**config.mk**
```make
export PLATFORM = sky130hd
export DESIGN_NAME = cacheCtrl_flat
export DESIGN_NICKNAME = d
export VERILOG_FILES = /design/src/rtl/dcachePkg.sv /design/src/rtl/cacheCtrlIf.sv /design/src/rtl/cacheCtrl.sv /design/src/flat_wrapper.sv
export SDC_FILE = /design/constraint.sdc
export NUM_CORES = 1
export LEC_CHECK = 0
export BUFFER_PORTS_ARGS = -buffer_cell sky130_fd_sc_hd__buf_4
export CORE_AREA = 3 3 122 124
export DETAILED_ROUTE_END_ITERATION = 8
export DIE_AREA = 0 0 125 127
export PLACE_DENSITY = 0.7
export SETUP_SLACK_MARGIN = 0.3
export SYNTH_ARGS = -nofsm -noshare
export SYNTH_HDL_FRONTEND = slang
export SYNTH_SLANG_ARGS = --single-unit
export TNS_END_PERCENT = 100
```
**constraint.sdc**
```tcl
create_clock -name clk -period 4.19 [get_ports clk]
set_input_delay 0.2095 -clock clk [delete_from_list [all_inputs] [get_ports clk]]
set_output_delay 0.2095 -clock clk [all_outputs]
set_load 0.05 [all_outputs]
```
**src/rtl/dcachePkg.sv**
```systemverilog
package dcachePkg;

  // address and word geometry
  localparam int ADDR_W = 32;
  localparam int XLEN = 64;

  // one line is four 64-bit words
  localparam int LINE_BYTES = 32;
  localparam int WORDS_PER_LINE = (LINE_BYTES * 8) / XLEN;
  localparam int OFFSET_W = $clog2(LINE_BYTES);

  // byte lanes in one data word
  localparam int WORD_BYTES = XLEN / 8;

  typedef logic [XLEN-1:0] word_t;

  typedef logic [LINE_BYTES*8-1:0] line_t;

  typedef logic [WORD_BYTES-1:0] mask_t;

  // controller states
  // COMPARE checks the lookup and replays a request after a refill
  typedef enum logic [2:0] {
    IDLE,
    COMPARE,
    WRITEBACK,
    REFILLREQ,
    REFILL,
    REPLACE
  } ctrlState_e;

endpackage

```
**src/rtl/cacheCtrlIf.sv**
```systemverilog
`timescale 1ns/1ps

interface cacheCtrlIf #(
  parameter int NUM_SETS = 64
) ();

  localparam int IDX_W = $clog2(NUM_SETS);
  localparam int TAG_W = dcachePkg::ADDR_W - IDX_W - dcachePkg::OFFSET_W;

  // latched request, driven by the controller
  logic [dcachePkg::ADDR_W-1:0] reqAddr;
  logic reqWrite;
  dcachePkg::word_t wrData;
  dcachePkg::mask_t wrMask;

  // array control
  logic [IDX_W-1:0] lookupIndex;
  logic lookupEn;
  logic storeWe;
  logic fillWe;
  logic victimWay;
  logic beatEn;

  // lookup results from the tag side
  logic hit;
  logic hitWay;
  logic victimDirty;
  logic [TAG_W-1:0] victimTag;

  // line data
  dcachePkg::line_t fillLine;
  dcachePkg::word_t rdWord;
  dcachePkg::line_t victimLine;

  modport ctrl (
    output reqAddr, reqWrite, wrData, wrMask,
    output lookupIndex, lookupEn, storeWe, fillWe, victimWay, beatEn,
    input  hit, hitWay, victimDirty, victimTag
  );

  modport tag (
    input  reqAddr, lookupIndex, lookupEn, storeWe, fillWe, victimWay,
    output hit, hitWay, victimDirty, victimTag
  );

  modport data (
    input  reqAddr, reqWrite, wrData, wrMask,
    input  lookupIndex, lookupEn, storeWe, fillWe, victimWay, hitWay, fillLine,
    output rdWord, victimLine
  );

  modport refill (
    input  beatEn,
    output fillLine
  );

endinterface

```
**src/rtl/cacheCtrl.sv**
```systemverilog
`timescale 1ns/1ps

module cacheCtrl #(
  parameter int NUM_SETS = 64
) (
  input  logic clk,
  input  logic rst_n,
  input  logic reqValid_i,
  input  logic reqWrite_i,
  input  logic [dcachePkg::ADDR_W-1:0] addr_i,
  input  dcachePkg::word_t wrData_i,
  input  dcachePkg::mask_t wrMask_i,
  output logic rdValid_o,
  output logic [dcachePkg::ADDR_W-1:0] rdAddr_o,
  input  logic rdReady_i,
  input  logic rdLast_i,
  output logic wrValid_o,
  output logic [dcachePkg::ADDR_W-1:0] wrAddr_o,
  input  logic wrReady_i,
  input  logic dataValid_i,
  output logic addrOk_o,
  output logic dataOk_o,
  cacheCtrlIf.ctrl bus
);

  localparam int IDX_W = $clog2(NUM_SETS);

  dcachePkg::ctrlState_e state;
  dcachePkg::ctrlState_e nextState;
  logic accept;
  logic inCompare;
  logic [IDX_W-1:0] reqIndex;

  assign inCompare = (state == dcachePkg::COMPARE);
  assign reqIndex = bus.reqAddr[dcachePkg::OFFSET_W +: IDX_W];

  // loads may stream behind a load hit, a store hit blocks one cycle
  assign addrOk_o = (state == dcachePkg::IDLE) || (inCompare && bus.hit && !bus.reqWrite);
  assign accept = reqValid_i && addrOk_o;
  assign dataOk_o = inCompare && bus.hit;

  always_comb begin
    nextState = state;
    case (state)
      dcachePkg::IDLE: begin
        if (accept) begin
          nextState = dcachePkg::COMPARE;
        end
      end
      dcachePkg::COMPARE: begin
        if (bus.hit) begin
          nextState = accept ? dcachePkg::COMPARE : dcachePkg::IDLE;
        end else if (bus.victimDirty) begin
          nextState = dcachePkg::WRITEBACK;
        end else begin
          nextState = dcachePkg::REFILLREQ;
        end
      end
      dcachePkg::WRITEBACK: begin
        if (wrReady_i) begin
          nextState = dcachePkg::REFILLREQ;
        end
      end
      dcachePkg::REFILLREQ: begin
        if (rdReady_i) begin
          nextState = dcachePkg::REFILL;
        end
      end
      dcachePkg::REFILL: begin
        if (dataValid_i && rdLast_i) begin
          nextState = dcachePkg::REPLACE;
        end
      end
      dcachePkg::REPLACE: begin
        nextState = dcachePkg::COMPARE;
      end
      default: begin
        nextState = dcachePkg::IDLE;
      end
    endcase
  end

  always_ff @(posedge clk or negedge rst_n) begin
    if (!rst_n) begin
      state <= dcachePkg::IDLE;
      bus.victimWay <= 1'b0;
    end else begin
      state <= nextState;
      // next refill goes to the other way
      if (state == dcachePkg::REPLACE) begin
        bus.victimWay <= ~bus.victimWay;
      end
    end
  end

  // request latch
  always_ff @(posedge clk or negedge rst_n) begin
    if (!rst_n) begin
      bus.reqWrite <= 1'b0;
    end else if (accept) begin
      bus.reqWrite <= reqWrite_i;
    end
  end

  always_ff @(posedge clk) begin
    if (accept) begin
      bus.reqAddr <= addr_i;
      bus.wrData <= wrData_i;
      bus.wrMask <= wrMask_i;
    end
  end

  // incoming index on acceptance, latched index otherwise
  assign bus.lookupIndex = accept ? addr_i[dcachePkg::OFFSET_W +: IDX_W] : reqIndex;
  assign bus.lookupEn = accept;
  assign bus.storeWe = inCompare && bus.hit && bus.reqWrite;
  assign bus.fillWe = (state == dcachePkg::REPLACE);
  assign bus.beatEn = (state == dcachePkg::REFILL);

  // memory bus requests, both line aligned
  assign wrValid_o = (state == dcachePkg::WRITEBACK);
  assign wrAddr_o = {bus.victimTag, reqIndex, {dcachePkg::OFFSET_W{1'b0}}};
  assign rdValid_o = (state == dcachePkg::REFILLREQ);
  assign rdAddr_o = {bus.reqAddr[dcachePkg::ADDR_W-1:dcachePkg::OFFSET_W],
                     {dcachePkg::OFFSET_W{1'b0}}};

endmodule

```
**src/flat_wrapper.sv**
```systemverilog
// flat-port wrapper written by rule: the top's interface ports become plain ports
module cacheCtrl_flat 
#(
  parameter int NUM_SETS = 64
)
  (clk, rst_n, reqValid_i, reqWrite_i, addr_i, wrData_i, wrMask_i, rdValid_o, rdAddr_o, rdReady_i, rdLast_i, wrValid_o, wrAddr_o, wrReady_i, dataValid_i, addrOk_o, dataOk_o, bus_reqAddr, bus_reqWrite, bus_wrData, bus_wrMask, bus_lookupIndex, bus_lookupEn, bus_storeWe, bus_fillWe, bus_victimWay, bus_beatEn, bus_hit, bus_hitWay, bus_victimDirty, bus_victimTag);
  cacheCtrlIf #(.NUM_SETS(NUM_SETS)) bus_i ();
  input  logic clk;
  input  logic rst_n;
  input  logic reqValid_i;
  input  logic reqWrite_i;
  input  logic [dcachePkg::ADDR_W-1:0] addr_i;
  input  dcachePkg::word_t wrData_i;
  input  dcachePkg::mask_t wrMask_i;
  output logic rdValid_o;
  output logic [dcachePkg::ADDR_W-1:0] rdAddr_o;
  input  logic rdReady_i;
  input  logic rdLast_i;
  output logic wrValid_o;
  output logic [dcachePkg::ADDR_W-1:0] wrAddr_o;
  input  logic wrReady_i;
  input  logic dataValid_i;
  output logic addrOk_o;
  output logic dataOk_o;
  output wire logic [$bits(bus_i.reqAddr)-1:0] bus_reqAddr;
  output wire logic [$bits(bus_i.reqWrite)-1:0] bus_reqWrite;
  output wire logic [$bits(bus_i.wrData)-1:0] bus_wrData;
  output wire logic [$bits(bus_i.wrMask)-1:0] bus_wrMask;
  output wire logic [$bits(bus_i.lookupIndex)-1:0] bus_lookupIndex;
  output wire logic [$bits(bus_i.lookupEn)-1:0] bus_lookupEn;
  output wire logic [$bits(bus_i.storeWe)-1:0] bus_storeWe;
  output wire logic [$bits(bus_i.fillWe)-1:0] bus_fillWe;
  output wire logic [$bits(bus_i.victimWay)-1:0] bus_victimWay;
  output wire logic [$bits(bus_i.beatEn)-1:0] bus_beatEn;
  input wire logic [$bits(bus_i.hit)-1:0] bus_hit;
  input wire logic [$bits(bus_i.hitWay)-1:0] bus_hitWay;
  input wire logic [$bits(bus_i.victimDirty)-1:0] bus_victimDirty;
  input wire logic [$bits(bus_i.victimTag)-1:0] bus_victimTag;
  assign bus_reqAddr = bus_i.reqAddr;
  assign bus_reqWrite = bus_i.reqWrite;
  assign bus_wrData = bus_i.wrData;
  assign bus_wrMask = bus_i.wrMask;
  assign bus_lookupIndex = bus_i.lookupIndex;
  assign bus_lookupEn = bus_i.lookupEn;
  assign bus_storeWe = bus_i.storeWe;
  assign bus_fillWe = bus_i.fillWe;
  assign bus_victimWay = bus_i.victimWay;
  assign bus_beatEn = bus_i.beatEn;
  assign bus_i.hit = bus_hit;
  assign bus_i.hitWay = bus_hitWay;
  assign bus_i.victimDirty = bus_victimDirty;
  assign bus_i.victimTag = bus_victimTag;
  cacheCtrl #(.NUM_SETS(NUM_SETS)) u_core (.clk(clk), .rst_n(rst_n), .reqValid_i(reqValid_i), .reqWrite_i(reqWrite_i), .addr_i(addr_i), .wrData_i(wrData_i), .wrMask_i(wrMask_i), .rdValid_o(rdValid_o), .rdAddr_o(rdAddr_o), .rdReady_i(rdReady_i), .rdLast_i(rdLast_i), .wrValid_o(wrValid_o), .wrAddr_o(wrAddr_o), .wrReady_i(wrReady_i), .dataValid_i(dataValid_i), .addrOk_o(addrOk_o), .dataOk_o(dataOk_o), .bus(bus_i));
endmodule
```
# After elaboration in Yosys (flattened, before gate mapping)
# Cells that the tools add are included.
[totals] latchBits=0 inputBits=136 ff_bits=109 mem_count=0 out_inout_bits=184 mem_bits_ro=0 word_cells=34 mem_bits_rw=0
[classes] n_eq_ne=9 n_shift=0 addsub=0 bitwise_logic=1 n_lt_le_gt_ge=0 div_mod_pow=0 mux=9 n_mul=0 reduce_logical=9
[op_table] operator="one-hot mux 3 bit (6 select lines)" count=1
[op_table] operator="two-way mux 3 bit" count=5
[op_table] operator="!= test 2 x 1 -> 1 bit (second input constant)" count=4
[op_table] operator="== test 3 x 2 -> 1 bit (second input constant)" count=2
[op_table] operator="== test 3 bit (second input constant)" count=2
[op_table] operator="two-way mux 6 bit" count=1
[op_table] operator="logical AND 1 bit" count=5
[op_table] operator="AND reduction 4 bit" count=1
[op_table] operator="== test 3 x 1 -> 1 bit (second input constant)" count=1
[op_table] operator="zero test 3 bit" count=1
[op_table] operator="two-way mux 1 bit" count=2
[op_table] operator="zero test 1 bit" count=1
[op_table] operator="logical OR 1 bit" count=1
[op_table] operator="NOT 1 bit" count=1

# Longest topological paths before layout
[depth] word_depth=8 ltp_mapped=4 ltp_nobuf=3

# Worst setup path after synthesis
# Ideal clock, no wire load.
[synth_path] path_kind="register -> register" from="register u_core.bus.reqWrite" to="register u_core.bus.reqAddr[0], enable pin" arrival_time_ps=3329 slack_ps=390 path_buffers=0 setup_ps=471 path_stages_with_launch=4 t_required_ps=3719 period_less_slack_ps=3800 path_cell_list="dfrtp_1 -> and2b_2 -> o211ai_4 -> inv_1"
[synth_via] elab_chain_len=4
[synth_lines] element="from (decl)" line_no="cacheCtrlIf.sv:36" rtl="output reqAddr, reqWrite, wrData, wrMask,"
[synth_lines] element="from (signal assigned)" line_no="cacheCtrl.sv:101" rtl="bus.reqWrite <= reqWrite_i;"
[synth_lines] element="zero test 1 bit" line_no="cacheCtrl.sv:38" rtl="assign addrOk_o = (state == dcachePkg::IDLE) || (inCompare && bus.hit && !bus.reqWrite);"
[synth_lines] element="logical AND 1 bit" line_no="cacheCtrl.sv:38"
[synth_lines] element="logical OR 1 bit" line_no="cacheCtrl.sv:38"
[synth_lines] element="logical AND 1 bit" line_no="cacheCtrl.sv:39" rtl="assign accept = reqValid_i && addrOk_o;"
[synth_lines] element="net bus_lookupEn" line_no="flat_wrapper.sv:30" rtl="output wire logic [$bits(bus_i.lookupEn)-1:0] bus_lookupEn;"
[synth_lines] element="to (signal assigned)" line_no="cacheCtrl.sv:107" rtl="bus.reqAddr <= addr_i;"
[synth_lines] element="to (decl)" line_no="cacheCtrlIf.sv:36"
# The timed path passes the listed nets, and every way through them passes these cells.
# A chain may end at the register's enable or synchronous reset.

# Worst setup path in the final report
[layout_path] from="register u_core.state[1]" to="output port bus_lookupEn"
[layout_via] elab_chain_len=5
[layout_lines] element="from (decl)" line_no="cacheCtrl.sv:28" rtl="dcachePkg::ctrlState_e state;"
[layout_lines] element="from (signal assigned)" line_no="cacheCtrl.sv:85" rtl="state <= dcachePkg::IDLE;"
[layout_lines] element="from (signal assigned)" line_no="cacheCtrl.sv:88" rtl="state <= nextState;"
[layout_lines] element="== test 3 x 1 -> 1 bit" line_no="cacheCtrl.sv:34" rtl="assign inCompare = (state == dcachePkg::COMPARE);"
[layout_lines] element="logical AND 1 bit (2 in a row)" line_no="cacheCtrl.sv:38"
[layout_lines] element="logical OR 1 bit (*)" line_no="cacheCtrl.sv:38"
[layout_lines] element="logical AND 1 bit (*)" line_no="cacheCtrl.sv:39"
[layout_lines] element="to (decl)" line_no="flat_wrapper.sv:30"
# Mark *: on every way between the ends. The rest lies on a longest branch, timed or not.

==> load_flow_metrics.sql <==
INSERT INTO impl_metrics (metric_group, metric, value, unit) VALUES
('detailed_routing', 'route.detailed.vias_per_inst', '4.087', ''),
('power_and_ir_drop', 'cell_internal_pwr', '2.489', 'mW'),
('global_route', 'grt_overflow_total', '0', ''),
('synthesis', 'netlist.area_leader.share', '77.68', '%'),
('cells_and_area', 'area.growth.synth_to_final', '52.10', '%'),
('floorplanning', 'chipHeight', '127', 'µm'),
('global_route', 'global_route.usage.total', '12.31', '%'),
('worst_setup_path', 'timing.rr.end', 'u_core.bus.reqAddr[18]', ''),
('clocking', 'ctsHtreeMaxLevel', '3', ''),
('synthesis', 'synthesized_area_fraction_occupied_by_ao_oa_aoi_and_oai_cells', '1.930', '%'),
('power_and_ir_drop', 'share_seq_of_total_power', '35.9', '%'),
('sta', 'max_slew_margin_vs_limit', '37.62', '%'),
('floorplanning', 'design.die.area', '15880', 'µm²'),
('global_route', 'first_global_vias', '2600', ''),
('power_and_ir_drop', 'combinational_cell_fraction_of_total_power', '45.1', '%'),
('floorplanning', 'fp.dieW', '125', 'µm'),
('global_route', 'grt_first_pass_wirelength', '14850', 'µm'),
('power_and_ir_drop', 'netSwitchingFraction', '45.39', '%'),
('place', 'io_port_bufs', '266', ''),
('synthesis', 'synth_cells', '211', ''),
('sta', 'clock.fmax', '0.3954', 'GHz'),
('cells_and_area', 'final_nets', '570', ''),
('worst_setup_path', 'rrSetupSlack', '1.88', 'ns'),
('hold_path', 'whs_endpoint', 'u_core.bus.wrData[40]', ''),
('detailed_routing', 'vias', '2530', ''),
('worst_setup_path', 'cp-start-kind', 'register', ''),
('place', 'dp_hpwl', '8150', 'µm'),
('sta', 'final_setup_fails', '0', ''),
('global_route', 'largest_net_degree_at_the_start_of_global_routing', '77', ''),
('floorplanning', 'floorplan.core_area', '13880', 'µm²'),
('hold_path', 'hold_class', 'in -> reg', ''),
('synthesis', 'synth_area_leaders', 'sky130_fd_sc_hd__edfxtp_1 (78%), sky130_fd_sc_hd__buf_4 (12%), sky130_fd_sc_hd__dfrtp_1 (3.1%)', ''),
('power_and_ir_drop', 'p_per_area', '745.4', 'nW/µm²'),
('cells_and_area', 'register_area', '3248', 'µm²'),
('worst_setup_path', 'worst-endpoint-arrival', '2.32', 'ns'),
('power_and_ir_drop', 'power.ir.vdd_worst', '0.3687', 'mV'),
('synthesis', 'synth.yosys.seq_area_share', '80.80', '%'),
('clocking', 'tritoncts', 'built', ''),
('synthesis', 'synth-adder-area-share', '0', '%'),
('detailed_routing', 'detailedRoute.firstPassIterationCount', '4', ''),
('detailed_routing', 'drt.antenna.violating_nets', '0', ''),
('cells_and_area', 'share_of_cells_above_drive_strength_1', '67.65', '%'),
('sta', 'unrepaired_setup_endpoints_after_global_routing', 'no', ''),
('sta', 'report.final.hold_viol_count', '0', ''),
('detailed_routing', 'detail_route.wirelength', '10320', 'µm'),
('power_and_ir_drop', 'clkPwrFrac', '19.0', '%'),
('clocking', 'cts_resized', '0', ''),
('detailed_routing', 'first_iter_violations', '94', ''),
('sta', 'final_cycle_share', '60.35', '%'),
('floorplanning', 'rows', '43', ''),
('worst_setup_path', 'critPathRequiredTime', '3.98', 'ns'),
('hold_path', 'worstHoldStart', 'wrData_i[40]', ''),
('cells_and_area', 'fillCellCount', '1235', ''),
('synthesis', 'synthDominantAreaCellType', 'sky130_fd_sc_hd__edfxtp_1', ''),
('sta', 'finClkSkew', '0.007885', 'ns'),
('synthesis', 'synth_seq_cells', '109', ''),
('sta', 'period_minus_slack', '2.529', 'ns'),
('worst_setup_path', 'worst_r2r_startpoint', 'u_core.state[1]', ''),
('synthesis', 'yosysWarnings', '0', ''),
('floorplanning', 'io-pin-count', '320', ''),
('clocking', 'cts_buffers', '9', ''),
('sta', 'tightest_slew', '0.9356', 'ns'),
('synthesis', 'share_of_synthesized_area_spent_on_multiplexers', '1.961', '%'),
('clocking', 'clock_pin_slew_on_the_worst_setup_and_hold_paths', '0.08', 'ns'),
('power_and_ir_drop', 'static-leakage-power', '2.633', 'nW'),
('cells_and_area', 'multi_input_area', '287.8', 'µm²'),
('synthesis', 'synth_xor_area_share', '0.2179', '%'),
('clocking', 'clk_latency', '0.34', 'ns'),
('clocking', 'numClockSinks', '109', ''),
('run_status', 'run_status', 'finished clean', ''),
('floorplanning', 'initial_utilization', '28.96', '%');
power groups by stage:
stage          sequential (mW)  combinational, mW  clock, mW
5_1_grt                   1.67               2.13      0.932
6_report                  1.64               2.06      0.865
4_1_cts                   1.64               2.08      0.897
2_1_floorplan             2.40              0.833          0
3_3_place_gp              1.65               2.06          0
3_5_place_dp              1.66               2.08          0
cells by family (layout without fill, tap and decap cells):
logic type | Yosys count | count (layout)
other | 1 | 10
flip-flops | 109 | 109
AND/OR/NAND/NOR | 15 | 15
XOR/XNOR | 1 | 1
multiplexers | 7 | 7
buffers and inverters | 70 | 289
AO/OA/AOI/OAI | 8 | 8
layer usage:
metal  global-route usage, %  part of all wire, %  vias to the layer above
met4                   5.357                  2.0                        0
met2                   21.07                   53                      167
met1                   13.12                   34                     1197
met3                   5.686                   11                       23
met5                       0                    0                        -
li1                        -                    -                     1143
worst max-delay path, stage by stage (launching register included):
cell                       delay (ns)
sky130_fd_sc_hd__dfrtp_1         0.49
sky130_fd_sc_hd__nor2_4          0.20
sky130_fd_sc_hd__o211ai_4        0.18
sky130_fd_sc_hd__inv_4           0.67
sky130_fd_sc_hd__buf_4           0.34
how the worst max path moves through the flow:
| stage | start | endpoint | slack, ns | cells past startpoint |
|---|---|---|---|---|
| 2_1_floorplan | u_core.bus.reqWrite | u_core.bus.reqAddr[0] | 0.39 | 3 |
| 3_3_place_gp | u_core.state[1] | u_core.bus.wrData[14] | 1.93 | 4 |
| 3_5_place_dp | u_core.state[1] | u_core.bus.reqAddr[27] | 1.88 | 4 |
| 4_1_cts | u_core.state[1] | bus_lookupEn | 1.61 | 4 |
| 5_1_grt | u_core.state[1] | bus_lookupEn | 1.47 | 4 |
| 6_report | u_core.state[1] | bus_lookupEn | 1.66 | 4 |
Yosys cell counts, drive strengths merged:
| cell type | number |
|---|---|
| a221o | 1 |
| mux2 | 7 |
| a311oi | 1 |
| edfxtp | 104 |
| and2b | 1 |
| a222oi | 1 |
| o211ai | 1 |
| conb | 1 |
| buf | 66 |
| o21ai | 1 |
| and3 | 3 |
| inv | 4 |
| dfrtp | 5 |
| o21a | 1 |
| xor2 | 1 |
| nand2 | 3 |
| and2 | 1 |
| a22oi | 1 |
| a21o | 1 |
| nor3 | 3 |
| nor2 | 4 |
layout by cell type, fill, tap and decap left out:
cell type                       instances
sky130_fd_sc_hd__mux2_2                 7
sky130_fd_sc_hd__nor3_1                 3
sky130_fd_sc_hd__a22oi_1                1
sky130_fd_sc_hd__a311oi_1               1
sky130_fd_sc_hd__and3_2                 1
sky130_fd_sc_hd__inv_4                  1
sky130_fd_sc_hd__clkinv_8               3
sky130_fd_sc_hd__a21o_1                 1
sky130_fd_sc_hd__nor2_4                 1
sky130_fd_sc_hd__clkbuf_16              9
sky130_fd_sc_hd__inv_8                  2
sky130_fd_sc_hd__dfrtp_1                5
sky130_fd_sc_hd__clkinv_4               1
sky130_fd_sc_hd__edfxtp_1             104
sky130_fd_sc_hd__o21ai_0                1
sky130_fd_sc_hd__and3_1                 2
sky130_fd_sc_hd__a221o_1                1
sky130_fd_sc_hd__o21a_1                 1
sky130_fd_sc_hd__o211ai_4               1
sky130_fd_sc_hd__nor2_1                 3
sky130_fd_sc_hd__buf_4                268
sky130_fd_sc_hd__inv_1                  3
sky130_fd_sc_hd__nand2_1                3
sky130_fd_sc_hd__inv_6                  1
sky130_fd_sc_hd__and2_2                 1
sky130_fd_sc_hd__conb_1                10
sky130_fd_sc_hd__dlygate4sd3_1          1
sky130_fd_sc_hd__a222oi_1               1
sky130_fd_sc_hd__xor2_1                 1
sky130_fd_sc_hd__and2b_2                1
metrics by stage:
step | setup WS (ns) | hold WS (ns) | cells | power, mW
after global placement | 1.927 | 0.01715 | 602 | 3.710
after floorplan | 0.3895 | -0.08609 | 220 | 3.229
after global routing | 1.468 | 0.008406 | 619 | 4.732
final | 1.661 | 0.02964 | 619 | 4.558
after detailed placement | 1.877 | 0.01934 | 602 | 3.739
after CTS | 1.610 | 0.01158 | 619 | 4.617
what timing repair did:
action | 4_1_cts | 5_1_grt
buffers inserted | 0 | 0
hold buffers | 1 | 0
hold endpoints to repair | 5 | 0
endpoints found under the setup margin | 0 | 0
final cells by class:
| cell class | instances | area share [%] |
|---|---|---|
| clock buffer | 9 | 3.683 |
| clock inverter | 7 | 1.453 |
| inverter | 4 | 0.2865 |
| multi-input combinational | 41 | 4.706 |
| sequential | 109 | 53.12 |
| tap | 180 | 3.683 |
| timing repair buffer | 269 | 33.07 |
sequential cells by signal, summed over array words and instances, names as in the netlist:
signal,count
u_core.bus.wrData,64
u_core.bus.reqWrite,1
u_core.bus.wrMask,8
u_core.state,3
u_core.bus.reqAddr,32
u_core.bus.victimWay,1
Power figures use the tool's default switching activity.
