--- src/rtl/dcachePkg.sv ---
package dcachePkg;

  // address and word geometry
  localparam int ADDR_W = 32;
  localparam int XLEN = 64;

  // one line is four 64-bit words
  localparam int LINE_BYTES = 32;
  localparam int WORDS_PER_LINE = (LINE_BYTES * 8) / XLEN;
  localparam int OFFSET_W = $clog2(LINE_BYTES);

  // byte lanes in one data word
  localparam int WORD_BYTES = XLEN / 8;

  typedef logic [XLEN-1:0] word_t;

  typedef logic [LINE_BYTES*8-1:0] line_t;

  typedef logic [WORD_BYTES-1:0] mask_t;

  // controller states
  // COMPARE checks the lookup and replays a request after a refill
  typedef enum logic [2:0] {
    IDLE,
    COMPARE,
    WRITEBACK,
    REFILLREQ,
    REFILL,
    REPLACE
  } ctrlState_e;

endpackage

--- src/rtl/cacheCtrlIf.sv ---
`timescale 1ns/1ps

interface cacheCtrlIf #(
  parameter int NUM_SETS = 64
) ();

  localparam int IDX_W = $clog2(NUM_SETS);
  localparam int TAG_W = dcachePkg::ADDR_W - IDX_W - dcachePkg::OFFSET_W;

  // latched request, driven by the controller
  logic [dcachePkg::ADDR_W-1:0] reqAddr;
  logic reqWrite;
  dcachePkg::word_t wrData;
  dcachePkg::mask_t wrMask;

  // array control
  logic [IDX_W-1:0] lookupIndex;
  logic lookupEn;
  logic storeWe;
  logic fillWe;
  logic victimWay;
  logic beatEn;

  // lookup results from the tag side
  logic hit;
  logic hitWay;
  logic victimDirty;
  logic [TAG_W-1:0] victimTag;

  // line data
  dcachePkg::line_t fillLine;
  dcachePkg::word_t rdWord;
  dcachePkg::line_t victimLine;

  modport ctrl (
    output reqAddr, reqWrite, wrData, wrMask,
    output lookupIndex, lookupEn, storeWe, fillWe, victimWay, beatEn,
    input  hit, hitWay, victimDirty, victimTag
  );

  modport tag (
    input  reqAddr, lookupIndex, lookupEn, storeWe, fillWe, victimWay,
    output hit, hitWay, victimDirty, victimTag
  );

  modport data (
    input  reqAddr, reqWrite, wrData, wrMask,
    input  lookupIndex, lookupEn, storeWe, fillWe, victimWay, hitWay, fillLine,
    output rdWord, victimLine
  );

  modport refill (
    input  beatEn,
    output fillLine
  );

endinterface

--- src/rtl/refillBuffer.sv ---
`timescale 1ns/1ps

module refillBuffer (
  input  logic clk,
  input  logic rst_n,
  input  logic dataValid_i,
  input  dcachePkg::word_t rdBeat_i,
  cacheCtrlIf.refill bus
);

  localparam int CNT_W = $clog2(dcachePkg::WORDS_PER_LINE);

  logic [CNT_W-1:0] beatCnt;
  logic beatTake;
  dcachePkg::line_t lineQ;

  assign beatTake = bus.beatEn && dataValid_i;

  // wraps to zero after the last beat of a line
  always_ff @(posedge clk or negedge rst_n) begin
    if (!rst_n) begin
      beatCnt <= '0;
    end else if (beatTake) begin
      beatCnt <= beatCnt + 1'b1;
    end
  end

  // beats arrive in ascending word order
  always_ff @(posedge clk) begin
    if (beatTake) begin
      lineQ[beatCnt*dcachePkg::XLEN +: dcachePkg::XLEN] <= rdBeat_i;
    end
  end

  assign bus.fillLine = lineQ;

endmodule

--- src/flat_wrapper.sv ---
// flat-port wrapper written by rule: the top's interface ports become plain ports
module refillBuffer_flat 
  (clk, rst_n, dataValid_i, rdBeat_i, bus_beatEn, bus_fillLine);
  cacheCtrlIf bus_i ();
  input  logic clk;
  input  logic rst_n;
  input  logic dataValid_i;
  input  dcachePkg::word_t rdBeat_i;
  input wire logic [$bits(bus_i.beatEn)-1:0] bus_beatEn;
  output wire logic [$bits(bus_i.fillLine)-1:0] bus_fillLine;
  assign bus_i.beatEn = bus_beatEn;
  assign bus_fillLine = bus_i.fillLine;
  refillBuffer u_core (.clk(clk), .rst_n(rst_n), .dataValid_i(dataValid_i), .rdBeat_i(rdBeat_i), .bus(bus_i));
endmodule
--- config.mk ---
export PLATFORM = sky130hd
export DESIGN_NAME = refillBuffer_flat
export DESIGN_NICKNAME = d
export VERILOG_FILES = /design/src/rtl/dcachePkg.sv /design/src/rtl/cacheCtrlIf.sv /design/src/rtl/refillBuffer.sv /design/src/flat_wrapper.sv
export SDC_FILE = /design/constraint.sdc
export NUM_CORES = 1
export LEC_CHECK = 0
export BUFFER_PORTS_ARGS = -buffer_cell sky130_fd_sc_hd__buf_2
export CELL_PAD_IN_SITES_DETAIL_PLACEMENT = 1
export CELL_PAD_IN_SITES_GLOBAL_PLACEMENT = 2
export CORE_ASPECT_RATIO = 1.25
export CORE_MARGIN = 2
export CORE_UTILIZATION = 37
export CTS_CLUSTER_SIZE = 25
export DETAILED_ROUTE_END_ITERATION = 10
export GPL_ROUTABILITY_DRIVEN = 0
export GPL_TIMING_DRIVEN = 1
export PLACE_DENSITY = 0.82
export SYNTH_ARGS = -nofsm -noshare
export SYNTH_HDL_FRONTEND = slang
export SYNTH_SLANG_ARGS = --single-unit
--- constraint.sdc ---
create_clock -name clk -period 7.3 [get_ports clk]
set_input_delay 1.095 -clock clk [delete_from_list [all_inputs] [get_ports clk]]
set_output_delay 1.095 -clock clk [all_outputs]
set_load 0.03 [all_outputs]
Word level (Yosys, flattened, before mapping)
Index checks and enable logic that the tools add are counted.
{"block": "word_totals", "out_inout_bits": 256, "reg_bits": 258, "inputBits": 68}
{"block": "op_classes", "mux": 1, "shift": 2, "n_addsub": 2, "n_reduce_logical": 1}
{"op": "$bwmux 256", "n": 1}
{"op": "$shift 64x34->256 const A", "n": 1}
{"op": "$shiftx 64x34->256", "n": 1}
{"op": "$neg 8->34", "n": 1}
{"op": "$add 2x1->2 const B", "n": 1}
{"op": "$logic_and 1x1->1", "n": 1}

Logic depth before layout (Yosys ltp)
Gate-level depths: netlist (run 1).
{"block": "depth", "ltp_word": 3, "mapped_depth": 7}

Worst setup path before layout (run 1)
Ideal clock, no wire load.
{"block": "synth_path", "path_kind": "input to register", "from": "in bus_beatEn", "to": "reg u_core.lineQ[100] (netlist: u_core.bus.fillLine[100]), enable pin", "slack_ns": 4.217, "setup_ns": 0.429, "stages": 1, "arrival_ns": 2.653, "cell_sequence": "and3_1"}
{"block": "synth_between", "elab_chain_cells": 1}
{"element": "start, declared", "line": "flat_wrapper.sv:9", "source": "input wire logic [$bits(bus_i.beatEn)-1:0] bus_beatEn;"}
{"element": "$logic_and 1x1->1", "line": "refillBuffer.sv:17", "source": "assign beatTake = bus.beatEn && dataValid_i;"}
{"element": "end signal, assigned by index", "line": "refillBuffer.sv:31", "source": "lineQ[beatCnt*dcachePkg::XLEN +: dcachePkg::XLEN] <= rdBeat_i;"}
{"element": "end, declared", "line": "refillBuffer.sv:15", "source": "dcachePkg::line_t lineQ;"}
No other way between the ends.
A chain may end at the register's enable or synchronous reset.

Worst setup path after layout (run 1)
{"block": "layout_path", "from": "reg u_core.beatCnt[0]", "to": "reg u_core.lineQ[146] (netlist: u_core.bus.fillLine[146]) (data pin)"}
{"block": "layout_between", "elab_chain_cells": 3, "elab_cells_between_ends": 4, "classes_between": "add/sub (1); shift (2); mux (1)"}
{"element": "start, declared", "line": "refillBuffer.sv:13", "source": "logic [CNT_W-1:0] beatCnt;"}
{"element": "start signal, assigned", "line": "refillBuffer.sv:24", "source": "beatCnt <= beatCnt + 1'b1;"}
{"element": "$neg 8->34 (*)", "line": "refillBuffer.sv:31"}
{"element": "$shiftx 64x34->256 / $shift 64x34->256 (equally long branches)", "line": "refillBuffer.sv:31"}
{"element": "$bwmux 256 (*)", "line": "refillBuffer.sv:31"}
Mark *: on every way between the ends. The rest lies on a longest branch, timed or not.

==> results.json, run 1 <==
{
  "status": "finished, final reports clean",
  "n_fill_cell": 2662,
  "cts_tree": "yes",
  "drive_above_1_share_pct": 41.23,
  "syn2layout_area_growth_pct": 28.35,
  "finClkSkew_ns": 0.009021,
  "rr_worst_depth": 5,
  "routed_wl_um": 26870,
  "top_level_ports": 324,
  "final_cells": 1253,
  "place_hpwl_um": 17540,
  "syn-cell-area_um2": 9727,
  "yosys-top-cells-count": "edfxtp_1, and3_1, and2_1",
  "leakage_nw": 5.263,
  "grt_max_degree": 80,
  "cts_max_path_buffers": 3,
  "rsz0062_at_grt": "false",
  "fin_area_um2": 12480,
  "cts-root-buf": "clkbuf_16",
  "max_freq_mhz": 287.4,
  "synth_edf_count": 256,
  "wl_per_cell_um": 21.44,
  "postSynthAreaPerCell_um2": 16.89,
  "p_total_w": 0.004624,
  "synth-seq-cells": 258,
  "tns_ns": 0,
  "critical_path.max_fanout": 79,
  "final_antenna_net_count": 0,
  "regToRegEndpoint": "u_core.bus.fillLine[146]",
  "fin_crit_sh_pct": 47.66,
  "critPathKind": "reg2reg",
  "portBuffers": 323,
  "cts_resized": 0,
  "dieArea_um2": 27610,
  "gr-total-overflow": 0,
  "tightest_slew_ns": 1.213,
  "dp_cells": 1204,
  "syn_nets": 649,
  "syn-instance-count": 576,
  "yosys.area.top_type_share_pct": 79.03,
  "antenna_found_initial": 1,
  "arrival_ns": 3.86,
  "seq_area_frac_synth_pct": 79.55,
  "grt_pass1_wl_um": 39830,
  "p_per_area_nw_per_um2": 370.4,
  "start_util_pct": 37.51,
  "hold_buffers": 0,
  "required_ns": 7.68,
  "grt_util_all_layers_pct": 19.05,
  "synth_top_area_cell": "edfxtp_1",
  "yosysMostFrequentCell": "edfxtp_1",
  "ys_warn_count": 0,
  "crit_path_start_kind": "register",
  "ys_top_cells_by_area": "edfxtp_1, and3_1, and2_1",
  "drc": 0,
  "firstDrtPassIters": 4,
  "r2r_slack_ns": 3.82,
  "maxSlewViolCount": 0,
  "vias": 6004,
  "synth_cell_types": 22,
  "maxCapViolations": 0,
  "slew_headroom_pct": 18.97,
  "post_cts_buffers": 0,
  "fin_crit_ns": 3.479,
  "endpoint_kind": "register",
  "worstHoldPathType": "in2async",
  "fp-row-count": 66,
  "viasPerCell": 4.792,
  "dieHeight_um": 185.3,
  "hold_violations": 0,
  "core_um2": 25930,
  "place_area_um2": 11660,
  "worst_r2r_startpoint": "u_core.beatCnt[0]",
  "cts.sinks": 258,
  "die_x_um": 149.0,
  "peakVddDrop_mv": 0.2207,
  "worstSkewPairLatency_ns": 0.53,
  "clkTransAtPathRegs_ns": 0.06,
  "cts_made_buffers": 27,
  "async_flop_share_pct": 0.7752,
  "grt_pass1_vias": 6441,
  "cts_max_level": 1,
  "synthFlopType": "edfxtp_1",
  "nNetsFinal": 966,
  "setup_viol": 0,
  "drt_iter0_drc": 244
}
==> logic make-up (layout without fill, tap and decap cells) <==
kind of cell / count (synthesis) / count (layout) / share of synthesized area (%)
adders and majority gates: 5 / 5 / 0.6432
buffers and inverters: 42 / 378 / 2.032
xor gates and xnor gates: 1 / 1 / 0.09006
DFF: 258 / 258 / 79.55
other: 0 / 1 / 0
and+or+nand+nor: 269 / 269 / 17.57
muxes: 1 / 1 / 0.1158
==> state kept, by name (all words and copies together), names as in the netlist <==
register	cells
u_core.bus.fillLine	256
u_core.beatCnt	2
==> how the worst max path moves through the flow <==
stage	cells past startpoint	slack [ns]	endpoint	startpoint
floorplan	1	4.22	u_core.bus.fillLine[100]	bus_beatEn
global placement	5	3.99	u_core.bus.fillLine[104]	u_core.beatCnt[0]
detailed placement	5	3.85	u_core.bus.fillLine[146]	u_core.beatCnt[0]
CTS	5	3.82	u_core.bus.fillLine[146]	u_core.beatCnt[0]
global route	5	3.48	u_core.bus.fillLine[86]	u_core.beatCnt[0]
finish	5	3.82	u_core.bus.fillLine[146]	u_core.beatCnt[0]
==> through the flow <==
step	hold slack (ns)	utilization, %	setup slack, ns
after floorplan	0.5327	-	4.217
after global placement	0.5764	44.95	3.995
after global routing	0.3260	48.15	3.479
after detailed placement	0.5731	44.95	3.848
final	0.3461	48.15	3.821
after CTS	0.3236	48.14	3.821
==> power by group <==
group	internal (W)	total, W	switching, W	leakage [nW]
Combinational	0.000359	0.00134	0.000984	2.50
Clock	0.000745	0.00130	0.000555	0.412
Sequential	0.00192	0.00198	0.0000579	2.35
Total	0.00303	0.00462	0.00160	5.26
==> metal layers <==
layer / track usage, % / share of wire (%)
met3: 4.286 / 6.8
met5: 0 / 0
met4: 7.390 / 3.6
met2: 35.24 / 53
met1: 21.15 / 36
==> layout make-up <==
| type | instances | area (um2) | share of cell area [%] |
|---|---|---|---|
| flip-flops and latches | 258 | 7737 | 61.98 |
| diodes | 1 | 2.502 | 0.02004 |
| inverters | 2 | 7.507 | 0.06013 |
| repair buffers | 328 | 1654 | 13.25 |
| well taps | 340 | 425.4 | 3.407 |
| clock buffers | 30 | 686.9 | 5.502 |
| clock inverters | 18 | 138.9 | 1.112 |
| multi-input cells | 276 | 1832 | 14.67 |
==> critical path, cell delays in order, from the launching register on <==
cell,delay (ns)
dfrtp_1,0.80
inv_1,0.21
ha_1,0.50
nor2b_4,0.80
buf_4,0.68
and3_1,0.28
==> cells in the final DEF, fill, tap and decap left out, types with 2 or more instances in the layout <==
cell,Yosys,layout
buf_2,5,323
edfxtp_1,256,256
and3_1,133,129
and2_1,125,125
clkbuf_16,0,27
clkinv_2,0,7
clkinv_1,0,7
ha_1,5,5
buf_4,1,5
and3_4,0,4
clkbuf_1,15,3
inv_1,2,2
nor2b_4,0,2
nor3b_1,2,2
inv_6,0,2
bufinv_16,0,2
dfrtp_1,2,2
No activity file was read; power rests on OpenSTA's default activity.
==> run 2: changes to the inputs <==
ABC_AREA = 1   (was not set)
CORE_UTILIZATION = 29   (was 37)
PLACE_DENSITY = 0.72   (was 0.82)
clock period = 3 ns   (was 7.3 ns; I/O delays follow)
==> results.json, run 2 <==
{
  "rsz0062_at_grt": "false",
  "yosys.area_share.simple_pct": 16.67,
  "crit_path_start_kind": "register",
  "grt_pass1_wl_um": 48080,
  "cts_max_path_buffers": 3,
  "worst_r2r_startpoint": "u_core.beatCnt[1]",
  "cts_max_level": 1,
  "rr_worst_depth": 6,
  "clkTransAtPathRegs_ns": 0.06,
  "drt_iter0_drc": 496,
  "regToRegEndpoint": "u_core.bus.fillLine[47]",
  "p_per_area_nw_per_um2": 790.9,
  "synthAdderAreaFrac_pct": 0.6407,
  "worstPathCellList": "inv_1, ha_4, inv_2, buf_4, nand3_1, nor2_1",
  "r2r_slack_ns": 0.98,
  "min_to": "u_core.beatCnt[0]",
  "ys_warn_count": 0,
  "dp_cells": 1452,
  "async_flop_share_pct": 0.7752,
  "max_freq_mhz": 494.0,
  "seq_area_frac_synth_pct": 79.24,
  "firstDrtPassIters": 4,
  "synth_top_family_by_area": "simple AND/OR/NAND/NOR gates",
  "synth_xor_area_share_pct": 0,
  "maxCapViolations": 0,
  "grt_max_degree": 71,
  "syn-instance-count": 733,
  "syn-cell-area_um2": 9764,
  "n_fill_cell": 3687,
  "cp_slowest_cell": "buf_4",
  "syn2layout_area_growth_pct": 31.02,
  "hold_violations": 0,
  "synth-seq-cells": 258,
  "final_util_pct": 38.30,
  "fin_crit_ns": 2.024,
  "synth_top_area_cell": "edfxtp_1",
  "synth_mux_area_share_pct": 0,
  "core_um2": 33410,
  "syn_nets": 806,
  "start_util_pct": 29.23,
  "synthFlopType": "edfxtp_1",
  "synth_edf_count": 256,
  "crit_path_max_incr_delay_ns": 0.65,
  "hold_depth": 3,
  "wl_per_cell_um": 21.59,
  "tightest_slew_ns": 0.8887,
  "cts_tree": "yes",
  "arrival_ns": 2.43,
  "setup_viol": 0,
  "mostFrequentLayoutCells": "buf_2, edfxtp_1, nor2_1",
  "place_hpwl_um": 21620,
  "yosys.area.top_type_share_pct": 78.73,
  "fin_crit_sh_pct": 67.48,
  "routed_wl_um": 32430,
  "worstHoldPathType": "in2reg",
  "critical_path.max_fanout": 65,
  "final_antenna_net_count": 0,
  "nNetsFinal": 1132,
  "p_total_w": 0.01012,
  "vias": 6970,
  "synth_cell_types": 18,
  "n_antenna_cell": 0,
  "cts_made_buffers": 27,
  "critPathKind": "reg2reg",
  "yosys-top-cells-count": "edfxtp_1, nor2_1, nand2_1",
  "gr-total-overflow": 0,
  "tns_ns": 0,
  "drc": 0,
  "cts_resized": 0,
  "top_level_ports": 324,
  "dieHeight_um": 209.2,
  "leakage_nw": 5.020,
  "cts.sinks": 258,
  "grt_util_all_layers_pct": 18.29,
  "synth-compound-area-share_pct": 0.05126,
  "final_cells": 1502,
  "final_common_cell": "buf_2",
  "maxSlewViolCount": 0,
  "slew_headroom_pct": 40.75,
  "drive_above_1_share_pct": 36.61,
  "finClkSkew_ns": 0.01616,
  "status": "finished, final reports clean",
  "cts-root-buf": "clkbuf_16",
  "dieArea_um2": 35160,
  "post_cts_buffers": 0,
  "die_x_um": 168.1,
  "endpoint_kind": "register",
  "postSynthAreaPerCell_um2": 13.32,
  "peakVddDrop_mv": 0.4522,
  "ys_top_cells_by_area": "edfxtp_1, nor2_1, nand3_1",
  "portBuffers": 323,
  "worstSkewPairLatency_ns": 0.55,
  "required_ns": 3.40,
  "viasPerCell": 4.640,
  "grt_pass1_vias": 7562,
  "yosysMostFrequentCell": "edfxtp_1",
  "largest_reg_flops": 256,
  "min-delay-start": "dataValid_i",
  "antenna_found_initial": 2,
  "fp-row-count": 75
}
[run 2: changes by cell type after synthesis, moves of 4 or more]
cell | previous run | this run
nand3_1 | 0 | 66
buf_6 | 1 | 5
and3_1 | 133 | 0
clkbuf_2 | 18 | 0
nor2_1 | 1 | 254
inv_1 | 2 | 12
buf_2 | 5 | 35
nand2_1 | 1 | 75
and2_1 | 125 | 0
clkbuf_1 | 15 | 6
nor3_1 | 0 | 6
[run 2: how the worst max path moves through the flow]
stage / startpoint / to / slack (ns) / cells after the start
2_1_floorplan: u_core.beatCnt[0] / u_core.bus.fillLine[0] / -0.13 / 6
3_3_place_gp: u_core.beatCnt[0] / u_core.bus.fillLine[16] / 1.03 / 6
3_5_place_dp: u_core.beatCnt[1] / u_core.bus.fillLine[47] / 0.95 / 6
4_1_cts: u_core.beatCnt[1] / u_core.bus.fillLine[47] / 0.92 / 6
5_1_grt: u_core.beatCnt[1] / u_core.bus.fillLine[20] / 0.77 / 6
6_report: u_core.beatCnt[1] / u_core.bus.fillLine[47] / 0.98 / 6
[run 2: per-stage QoR]
step | setup WS, ns | hold slack (ns) | cell area (um2)
after floorplan | -0.1348 | 0.1544 | 9774
after global placement | 1.032 | 0.2442 | 11960
after CTS | 0.9202 | 0.1244 | 12790
after detailed placement | 0.9458 | 0.2429 | 11960
final | 0.9757 | 0.1575 | 12790
after global routing | 0.7685 | 0.1514 | 12790
[run 2: report_power, final]
| part | switching (W) | leakage [nW] | internal, W |
|---|---|---|---|
| clock network | 0.00139 | 0.409 | 0.00182 |
| registers | 0.0000614 | 2.42 | 0.00431 |
| logic | 0.00197 | 2.19 | 0.000568 |
[run 2: layout make-up]
type | count | area (um2) | area share (%)
Clock buffer | 32 | 694.4 | 5.428
Sequential cell | 258 | 7737 | 60.48
Inverter | 16 | 62.56 | 0.4890
Multi-Input combinational cell | 411 | 1743 | 13.62
Clock inverter | 17 | 130.1 | 1.017
Timing Repair Buffer | 345 | 1897 | 14.83
Tap cell | 423 | 529.3 | 4.137
[run 2: timing repair]
item	in CTS	in global routing
hold endpoints to repair	2	0
setup endpoints to repair	0	0
hold buffers	1	0
[run 2: cell families (layout without fill, tap and decap cells)]
logic type,after synthesis,count (layout)
adders and majority gates,5,5
AOI/OAI and AO/OA,1,1
DFF,258,258
and+or+nand+nor,405,405
buffers and inverters,64,410
[run 2: layer usage]
metal	GRT usage (%)	vias up	wire, um
li1	-	3163	-
met1	21.34	3465	12610
met2	32.46	263	16460
met3	4.091	75	2003
met4	7.580	4	1330
met5	0	-	26
[run 2: worst max-delay path, delay by kind of cell, from the launching register on]
kind / cells / cell delay [ns]
adder cells (fa/ha/maj): 1 / 0.26
buffers and inverters: 3 / 0.87
flip-flops: 1 / 0.41
AND/OR/NAND/NOR: 2 / 0.33
==> run 3: changes to the inputs <==
CORE_UTILIZATION = 32   (was 29)
PLACE_DENSITY = 0.75   (was 0.72)
clock period = 1.95 ns   (was 3 ns; I/O delays follow)
==> results.json, run 3 (synthesized netlist as in run 2, its figures left out) <==
{
  "drc": 0,
  "mostFrequentLayoutCells": "buf_2, edfxtp_1, nor2_1",
  "max_freq_mhz": 576.0,
  "crit_path_end": "u_core.bus.fillLine[172]",
  "critPathKind": "reg2reg",
  "finalWorstSetupSlack_ns": 0.2140,
  "wl_per_cell_um": 21.45,
  "firstDrtPassIters": 4,
  "cts.sinks": 258,
  "grt_pass1_wl_um": 47300,
  "cts_max_level": 1,
  "vias": 6957,
  "portBuffers": 323,
  "dieHeight_um": 199.3,
  "drive_above_1_share_pct": 36.63,
  "required_ns": 2.33,
  "finClkSkew_ns": 0.01534,
  "worstHoldPathType": "in2reg",
  "endpoint_kind": "register",
  "pre_cts_ws_ns": 0.2022,
  "start_util_pct": 32.42,
  "critical_path.max_fanout": 13,
  "place_area_um2": 12070,
  "crit_path_start_kind": "register",
  "hold_buffers": 1,
  "leakage_nw": 5.025,
  "worstSkewPairLatency_ns": 0.53,
  "drt_iter0_drc": 316,
  "fin_crit_sh_pct": 89.03,
  "place_hpwl_um": 21210,
  "setup_viol": 0,
  "p_total_w": 0.01540,
  "die_x_um": 160.2,
  "core_um2": 30120,
  "maxCapViolations": 0,
  "r2r_slack_ns": 0.21,
  "clkTransAtPathRegs_ns": 0.06,
  "fp-row-count": 71,
  "n_fill_cell": 3248,
  "grt_busiest_layer": "met2",
  "tightest_slew_ns": 0.5047,
  "rsz0062_at_grt": "false",
  "cts_tree": "yes",
  "cts_max_path_buffers": 3,
  "status": "finished, final reports clean",
  "routed_wl_um": 31810,
  "antenna_found_initial": 3,
  "post_cts_buffers": 0,
  "viasPerCell": 4.691,
  "top_level_ports": 324,
  "maxSlewViolCount": 0,
  "slew_headroom_pct": 66.27,
  "cts-root-buf": "clkbuf_16",
  "final_common_cell": "buf_2",
  "largest_reg_flops": 256,
  "grt_util_all_layers_pct": 19.67,
  "grt_max_degree": 71,
  "grt_use_met3_pct": 5.355,
  "final_antenna_net_count": 0,
  "gr-total-overflow": 0,
  "fin_area_um2": 12840,
  "worst_r2r_startpoint": "u_core.beatCnt[0]",
  "cts_resized": 0,
  "p_per_area_nw_per_um2": 1199,
  "nNetsFinal": 1136,
  "cp-startpoint": "u_core.beatCnt[0]",
  "cts_made_buffers": 26,
  "met1_usage_pct": 24.12,
  "peakVddDrop_mv": 0.6935,
  "fin_crit_ns": 1.736,
  "hold_violations": 0,
  "use_met2_pct": 35.08,
  "grt_pass1_vias": 7309,
  "arrival_ns": 2.11,
  "regToRegEndpoint": "u_core.bus.fillLine[172]",
  "min-delay-start": "dataValid_i",
  "dieArea_um2": 31940,
  "rr_worst_depth": 6,
  "syn2layout_area_growth_pct": 31.52
}
[run 3: cell types whose count changed in the layout (fill, tap and decap cells not counted), moves of 2 or more]
cell,delta
clkbuf_1,+3
bufinv_16,-2
clkinv_2,-5
buf_12,+7
inv_6,+2
buf_4,-2
clkinvlp_4,+3
[run 3: final cells by class]
| class | count | area (um2) | share of cell area [%] |
|---|---|---|---|
| clock inverters | 11 | 55.05 | 0.4287 |
| diodes | 1 | 2.502 | 0.01949 |
| multi-input cells | 411 | 1748 | 13.61 |
| inverters | 16 | 70.07 | 0.5456 |
| well taps | 401 | 501.7 | 3.907 |
| flip-flops and latches | 258 | 7737 | 60.25 |
| clock buffers | 35 | 705.7 | 5.495 |
| repair buffers | 350 | 2022 | 15.74 |
[run 3: worst min path at each step]
stage | end | depth (start not counted) | slack (ns)
global placement | u_core.beatCnt[1] | 1 | 0.09
floorplan | u_core.beatCnt[0] | 0 | -0.003
detailed placement | u_core.beatCnt[0] | 1 | 0.09
global route | u_core.beatCnt[0] | 3 | 0.06
CTS | u_core.beatCnt[0] | 3 | 0.005
finish | u_core.beatCnt[0] | 3 | 0.03
[run 3: worst max-delay path: stages, from the launching register on]
cell and delay, ns:
dfrtp_1 0.42, inv_6 0.07, ha_1 0.27, inv_2 0.26, buf_4 0.30, nand2_1 0.13, nor2_1 0.14
[run 3: routing by layer]
metal / vias to the layer above / routed length, um
li1: 3168 / -
met1: 3489 / 12560
met2: 259 / 16270
met3: 37 / 2487
met4: 4 / 465
met5: - / 30
[run 3: power breakdown]
group,total (W),internal [W],leakage [nW],switching (W)
Sequential,0.00672,0.00663,2.42,0.0000949
Clock,0.00458,0.00252,0.360,0.00205
Combinational,0.00410,0.00102,2.24,0.00308
[run 3: metrics by stage]
step                      instances  TNS, ns  util [%]  hold WS (ns)
after floorplan                 733   -40.66         -     -0.003091
after global placement         1435        0     40.08       0.08929
after detailed placement       1435        0     40.08       0.08864
after CTS                      1482        0     42.64      0.004975
after global routing           1483        0     42.64       0.06127
final                          1483        0     42.64       0.03375
